==> config.mk <==
export PLATFORM = sky130hd
export DESIGN_NAME = afu_wrap
export DESIGN_NICKNAME = d
export VERILOG_FILES = /design/src/common/afu_pkg.sv /design/src/logic/afu_wrap.sv /design/src/logic/mem_port_shim.sv /design/src/logic/afu_run_ctrl.sv
export VERILOG_INCLUDE_DIRS = /design/src /design/src/common
export SDC_FILE = /design/constraint.sdc
export NUM_CORES = 1
export LEC_CHECK = 0
export CAP_MARGIN = 0
export CORE_AREA = 2 2 151 153
export CTS_CLUSTER_SIZE = 24
export DETAILED_ROUTE_END_ITERATION = 8
export DIE_AREA = 0 0 153 155
export DONT_BUFFER_PORTS = 1
export HOLD_SLACK_MARGIN = 0.15
export PLACE_DENSITY_LB_ADDON = 0.3
export SLEW_MARGIN = 40
export SYNTH_ARGS = -nofsm -noshare
export SYNTH_HDL_FRONTEND = slang
export SYNTH_SLANG_ARGS = --single-unit
export TNS_END_PERCENT = 1
==> constraint.sdc <==
create_clock -name ap_clk -period 4 [get_ports ap_clk]
set_input_delay 0.4 -clock ap_clk [delete_from_list [all_inputs] [get_ports ap_clk]]
set_output_delay 0.4 -clock ap_clk [all_outputs]
set_load 0.005 [all_outputs]
==> src/common/afu_params.svh <==
`ifndef AFU_PARAMS_SVH
`define AFU_PARAMS_SVH

// memory banks served by the address shim
`define AFU_NUM_BANKS 2

// cycles the compute core stays in reset once a run starts
`define AFU_RESET_DELAY 8

// address seen by the core on each bank
`define AFU_CORE_ADDR_W 32

// address on the system bus, also the width of a bank base
`define AFU_BUS_ADDR_W 40

// outstanding write counter, wide enough that it never wraps in practice
`define AFU_PEND_W 16

`endif
==> src/common/afu_pkg.sv <==
`default_nettype none

`include "afu_params.svh"

package afu_pkg;

	// one bank's core-side read and write address
	typedef struct packed {
		logic [`AFU_CORE_ADDR_W-1:0] rd;
		logic [`AFU_CORE_ADDR_W-1:0] wr;
	} core_addr_t;

	// the same pair after the bank base has been added
	typedef struct packed {
		logic [`AFU_BUS_ADDR_W-1:0] rd;
		logic [`AFU_BUS_ADDR_W-1:0] wr;
	} bus_addr_t;

	// write data and write response handshakes of one bank
	// valid bits come from the core, ready bits from the bus
	typedef struct packed {
		logic w_valid;
		logic w_ready;
		logic b_valid;
		logic b_ready;
	} wr_beat_t;

	// run controller state as seen by the top level
	// in_run is the run/idle FSM bit itself
	typedef struct packed {
		logic in_run;
		logic core_running;
		logic busy_wait;
	} run_status_t;

endpackage

`default_nettype wire

==> src/logic/afu_wrap.sv <==
`timescale 1ns/1ns
`default_nettype none

`include "afu_params.svh"

module afu_wrap (
	input  wire                             ap_clk,
	input  wire                             reset,
	// host side
	input  wire                             ap_reset,
	input  wire                             ap_start,
	input  wire [`AFU_BUS_ADDR_W-1:0]       bank_base [`AFU_NUM_BANKS],
	// core side
	input  wire                             core_busy,
	input  wire afu_pkg::core_addr_t        core_addr [`AFU_NUM_BANKS],
	input  wire afu_pkg::wr_beat_t          wr_beat [`AFU_NUM_BANKS],
	// bus side
	output wire afu_pkg::bus_addr_t         bus_addr [`AFU_NUM_BANKS],
	// status back to host, reset to core
	output wire                             ap_done,
	output wire                             ap_idle,
	output wire                             core_reset
);
	import afu_pkg::*;

	// run controller state
	run_status_t run_status;

	// no write left unacknowledged
	logic drained;

	// sequences start, core reset release and busy tracking
	afu_run_ctrl run_ctrl0 (
		.ap_clk     (ap_clk),
		.reset      (reset),
		.ap_reset   (ap_reset),
		.ap_start   (ap_start),
		.core_busy  (core_busy),
		.run_status (run_status)
	);

	// memory side: rebasing and write drain
	mem_port_shim shim0 (
		.ap_clk    (ap_clk),
		.reset     (reset),
		.ap_reset  (ap_reset),
		.bank_base (bank_base),
		.core_addr (core_addr),
		.wr_beat   (wr_beat),
		.bus_addr  (bus_addr),
		.drained   (drained)
	);

	// done only once the run is over and all writes have landed
	// no extra register, follows the two conditions in the same cycle
	assign ap_done = ~run_status.in_run & drained;

	// idle while the core is not released
	assign ap_idle = ~run_status.core_running;

	// core sits in reset through system reset, host reset and the start delay
	// stays released after a run until the host pulses ap_reset
	assign core_reset = reset | ap_reset | ~run_status.core_running;

endmodule

`default_nettype wire

==> src/logic/mem_port_shim.sv <==
`timescale 1ns/1ns
`default_nettype none

`include "afu_params.svh"

module mem_port_shim (
	input  wire                             ap_clk,
	input  wire                             reset,
	input  wire                             ap_reset,
	input  wire [`AFU_BUS_ADDR_W-1:0]       bank_base [`AFU_NUM_BANKS],
	input  wire afu_pkg::core_addr_t        core_addr [`AFU_NUM_BANKS],
	input  wire afu_pkg::wr_beat_t          wr_beat [`AFU_NUM_BANKS],
	output wire afu_pkg::bus_addr_t         bus_addr [`AFU_NUM_BANKS],
	output wire                             drained
);
	import afu_pkg::*;

	localparam int bus_w = `AFU_BUS_ADDR_W;

	// a write data beat accepted on any bank this cycle
	logic w_fire;

	// a write response accepted on any bank this cycle
	logic b_fire;

	// writes sent but not yet acknowledged
	logic [`AFU_PEND_W-1:0] pend_cnt;

	// address rebasing, purely combinational
	// core address is zero-extended, carry out of the bus width is dropped
	for (genvar i = 0; i < `AFU_NUM_BANKS; i++) begin : g_bank
		assign bus_addr[i] = '{
			rd: bus_w'(core_addr[i].rd) + bank_base[i],
			wr: bus_w'(core_addr[i].wr) + bank_base[i]
		};
	end

	// fires are OR-ed over banks
	// two banks firing in one cycle still count once, as in the core's usage
	always_comb begin
		wr_beat_t beat;
		w_fire = 1'b0;
		b_fire = 1'b0;
		for (int i = 0; i < `AFU_NUM_BANKS; i++) begin
			beat = wr_beat[i];
			w_fire |= beat.w_valid & beat.w_ready;
			b_fire |= beat.b_valid & beat.b_ready;
		end
	end

	// pending write counter
	// data without response counts up, response without data counts down
	// both or neither leave it where it is
	always_ff @(posedge ap_clk) begin
		if (reset || ap_reset) begin
			pend_cnt <= '0;
		end else if (w_fire && !b_fire) begin
			pend_cnt <= pend_cnt + 1'b1;
		end else if (!w_fire && b_fire) begin
			pend_cnt <= pend_cnt - 1'b1;
		end
	end

	// every write acknowledged
	assign drained = (pend_cnt == '0);

endmodule

`default_nettype wire

==> src/logic/afu_run_ctrl.sv <==
`timescale 1ns/1ns
`default_nettype none

`include "afu_params.svh"

module afu_run_ctrl (
	input  wire                         ap_clk,
	input  wire                         reset,
	input  wire                         ap_reset,
	input  wire                         ap_start,
	input  wire                         core_busy,
	output wire afu_pkg::run_status_t   run_status
);
	import afu_pkg::*;

	// delay counter must hold the value AFU_RESET_DELAY - 1
	localparam int cnt_w = $clog2(`AFU_RESET_DELAY + 1);
	localparam logic [cnt_w-1:0] cnt_last = cnt_w'(`AFU_RESET_DELAY - 1);

	// registered FSM and flags, handed out as one word
	run_status_t status_q;

	// counts edges spent in run, starts from zero at the start edge
	logic [cnt_w-1:0] delay_cnt;

	// host reset and system reset act the same on all state
	logic clear;

	// last edge of the core reset window
	logic delay_done;

	assign clear = reset | ap_reset;
	assign delay_done = (delay_cnt == cnt_last);

	// two-state run machine
	// idle -> run on ap_start, run -> idle once the core has gone busy and quiet
	always_ff @(posedge ap_clk) begin
		if (clear) begin
			status_q <= '0;
		end else if (!status_q.in_run) begin
			// ap_start is only looked at while idle
			if (ap_start) begin
				status_q.in_run <= 1'b1;
				// a new run puts the core back into reset
				status_q.core_running <= 1'b0;
			end
		end else if (!status_q.core_running) begin
			// core still held in reset, wait for the delay to run out
			if (delay_done) begin
				status_q.core_running <= 1'b1;
				status_q.busy_wait <= 1'b1;
			end
		end else if (status_q.busy_wait) begin
			// released core has not yet picked up work
			if (core_busy) begin
				status_q.busy_wait <= 1'b0;
			end
		end else if (!core_busy) begin
			// core went quiet, run is over
			// core_running is left high so the core keeps its state
			status_q.in_run <= 1'b0;
		end
	end

	// reset-delay counter
	// one count per edge in run, zero while idle
	// value past the window is not used, wrap there is harmless
	always_ff @(posedge ap_clk) begin
		if (clear || !status_q.in_run) begin
			delay_cnt <= '0;
		end else begin
			delay_cnt <= delay_cnt + 1'b1;
		end
	end

	assign run_status = status_q;

endmodule

`default_nettype wire

==> summary.md <==
| Metric | Value |
|---|---|
| Gr usage total | 23.5% |
| Synth async-reset ratio | 0% |
| WP buf/inv | 0 |
| Post-layout min period | 3.40 ns |
| Status | finished, final reports clean |
| Rows | 55 |
| Mapped Area | 9300 µm² |
| Synthesized instance count | 1300 |
| Pwr dens | 229 nW/µm² |
| Mapped Nets | 1670 |
| Period utilisation layout | 85.1% |
| Initial antenna violation count | 1 |
| Root Buffer | clkbuf_16 |
| CP endpoint kind | output port |
| CP Data Required Time | 3.60 ns |
| HP Class | input pin to flop |
| Clk sinks | 23 |
| Library cells used by synthesis | 88 |
| Slew at the pin closest to its max-slew limit | 0.714 ns |
| Final wirelength | 30.3 mm |
| First-pass GRT wire length | 47.0 mm |
| Cell-by-cell trace of the critical path | ha_1 -> fa_1 -> a21o_1 -> a21boi_2 -> o32ai_1 -> nor4_1 -> o31ai_1 -> a31oi_1 -> nand2b_1 -> xnor2_1 |
| Largest cells by area after synthesis | ha_1 19%, xnor2_1 7.9%, a21oi_1 7.3%, a21o_1 6.5%, xor2_1 5.3% |
| Gpl congestion | 0.958 |
| Die H | 155 µm |
| Vias | 9636 |
| Post-DP Area | 9500 µm² |
| Register bit total from synthesis | 23 |
| DRC | 0 |
| Synth Warn # | 0 |
| HPWL after DPL | 26.0 mm |
| Most frequent cell after synthesis | ha_1 |
| Initial DRC count | 497 |
| Num CTS Buffers | 3 |
| P_leak | 4.23 nW |
| Delay-heaviest family, CP | compound AO/OA/AOI/OAI gates |
| RSZ-0062 raised after global routing | no |
| Skew-Pair Late Insertion Delay | 0.26 ns |
| CP max stage delay | 0.43 ns |
| Post-CTS Setup Inserts | 0 |
| Critical path arrival | 3.00 ns |
| Synth Area per Inst | 7.16 µm² |
| Sequential cell area | 460 µm² |
| Vias in the first global route | 8934 |
| Antenna diodes | 0 |
| Footprint of the multi-input gates | 8530 µm² |
| IO buf count | 0 |
| Finish-stage setup viols | 0 |
| Grt ovf | 0 |
| Worst path slowest cell | nor4_1 |
| Top-area cell type share of the netlist area | 19.4% |
| Area grow syn2layout | 2.99% |
| Skew final | 0.00436 ns |
| Core box area | 22200 µm² |
| Crit start category | input pin |
| Number of gates resized after CTS | 0 |
| H-tree depth | 1 |
| Setup TNS | 0 ns |
| CTS tree | done |
| Drt via density | 6.22 |
| Slew headroom | 52.2% |
| Final Max Slew Viols | 0 |
| Post-route cell area | 9580 µm² |
| Die area | 23700 µm² |
| Crit Path Class | input pin to output port |
| Peak supply drop | 0.000191 V |
| Die Wd | 153 µm |
| Post-CTS Hold Fix Bufs | 0 |
| Antenna-violating nets left | 0 |
| Top_reg_cell synth | dfxtp_1 |
| Synth cell count leaders | 144 x ha_1, 135 x a21oi_1, 115 x nand2_1 |
| Crit-path max FO | 4 |
| FILL cells | 2323 |
| Clk buf depth | 2 |
| WHS | 0.318 ns |
| Final hold vios | 0 |
| FMAX | 294 MHz |
| Nets | 1634 |
| Cell taking the most area after synthesis | ha_1 |
| Starting density of the core | 41.9% |
| Largest net degree at the start of global routing | 35 |
| DR pass1 iterations | 5 |
| Clock-pin slew on the worst setup and hold paths | 0.07 ns |
| EDFF count, synth | 0 |
| Avg WL per Cell | 19.6 µm |
| Sequential fraction of the synthesis area | 4.95% |
| Max_cap viols | 0 |
| Ports | 384 |
| Layout cells sized above 1 | 2.85% |
-- worst reg2reg max path, cell delays in order, from the launching register on --
cell,delay (ns)
dfxtp_1,0.33
ha_1,0.33
nor2b_1,0.16
o21ai_0,0.23
a21boi_1,0.18
o41a_1,0.43
o21a_1,0.22
o41ai_1,0.38
mux2i_1,0.25
nand2_1,0.06
-- final timing paths --
check	startpoint	end	slack, ns	depth (start not counted)
worst max-delay path	bank_base[40]	bus_addr[156]	0.60	10
worst min-delay path	core_busy	run_ctrl0.run_status[2]	0.32	2
worst max register to register	shim0.pend_cnt[2]	shim0.pend_cnt[12]	1.32	9
worst min register to register	run_ctrl0.delay_cnt[0]	run_ctrl0.delay_cnt[0]	0.45	1
-- registers in the layout, indices dropped and copies added, names as in the netlist --
signal / count
shim0.pend_cnt: 16
run_ctrl0.delay_cnt: 4
run_ctrl0.run_status: 3
-- logic make-up after synthesis --
group | Yosys count | share of synthesized area, %
muxes | 8 | 0.874
buffers and inverters | 81 | 3.42
AOI/OAI and AO/OA | 465 | 34.2
DFF | 23 | 4.95
adders and majority gates | 149 | 20.4
xor gates and xnor gates | 140 | 13.2
and+or+nand+nor | 434 | 22.9
-- routing by layer --
layer  vias up  part of all wire [%]  track usage, %
met2       356                    48            42.1
met4         2                   1.6            3.22
li1       4822                     -               -
met3        30                   7.8            5.15
met5         -                 0.043               0
met1      4426                    43            29.6
-- per-stage QoR --
stage / setup WS, ns / power, mW / std cells / utilization, %
after CTS: 0.576 / 2.19 / 1548 / 43.1
after floorplan: 0.844 / 1.61 / 1300 / -
after global placement: 0.616 / 1.94 / 1544 / 42.7
final: 0.598 / 2.19 / 1548 / 43.1
after detailed placement: 0.588 / 1.95 / 1544 / 42.7
after global routing: 0.409 / 2.39 / 1548 / 43.1
-- area by class of cell --
type                       instances  area share [%]
inverter                          39            1.53
tap                              285            3.72
clock inverter                     1          0.0783
multi-input combinational       1196            89.0
sequential                        23            4.81
clock buffer                       3           0.783
timing repair buffer               1          0.0783
-- placed cells by master, fill, tap and decap left out, types with 30 or more instances in the layout --
| cell | instances |
|---|---|
| nor2_1 | 105 |
| xnor2_1 | 84 |
| o21ai_0 | 58 |
| inv_1 | 39 |
| a21o_1 | 80 |
| a21oi_1 | 135 |
| nor3_1 | 30 |
| ha_1 | 143 |
| nand3_1 | 45 |
| nand2_1 | 115 |
| xor2_1 | 56 |
-- power breakdown --
part	internal (mW)	switching, mW	total [mW]	leakage (nW)
sequential	0.247	0.0168	0.264	0.187
combinational	0.677	1.02	1.70	4.00
clock	0.136	0.0911	0.227	0.0371
total	1.06	1.13	2.19	4.23
Power figures use the tool's default switching activity.
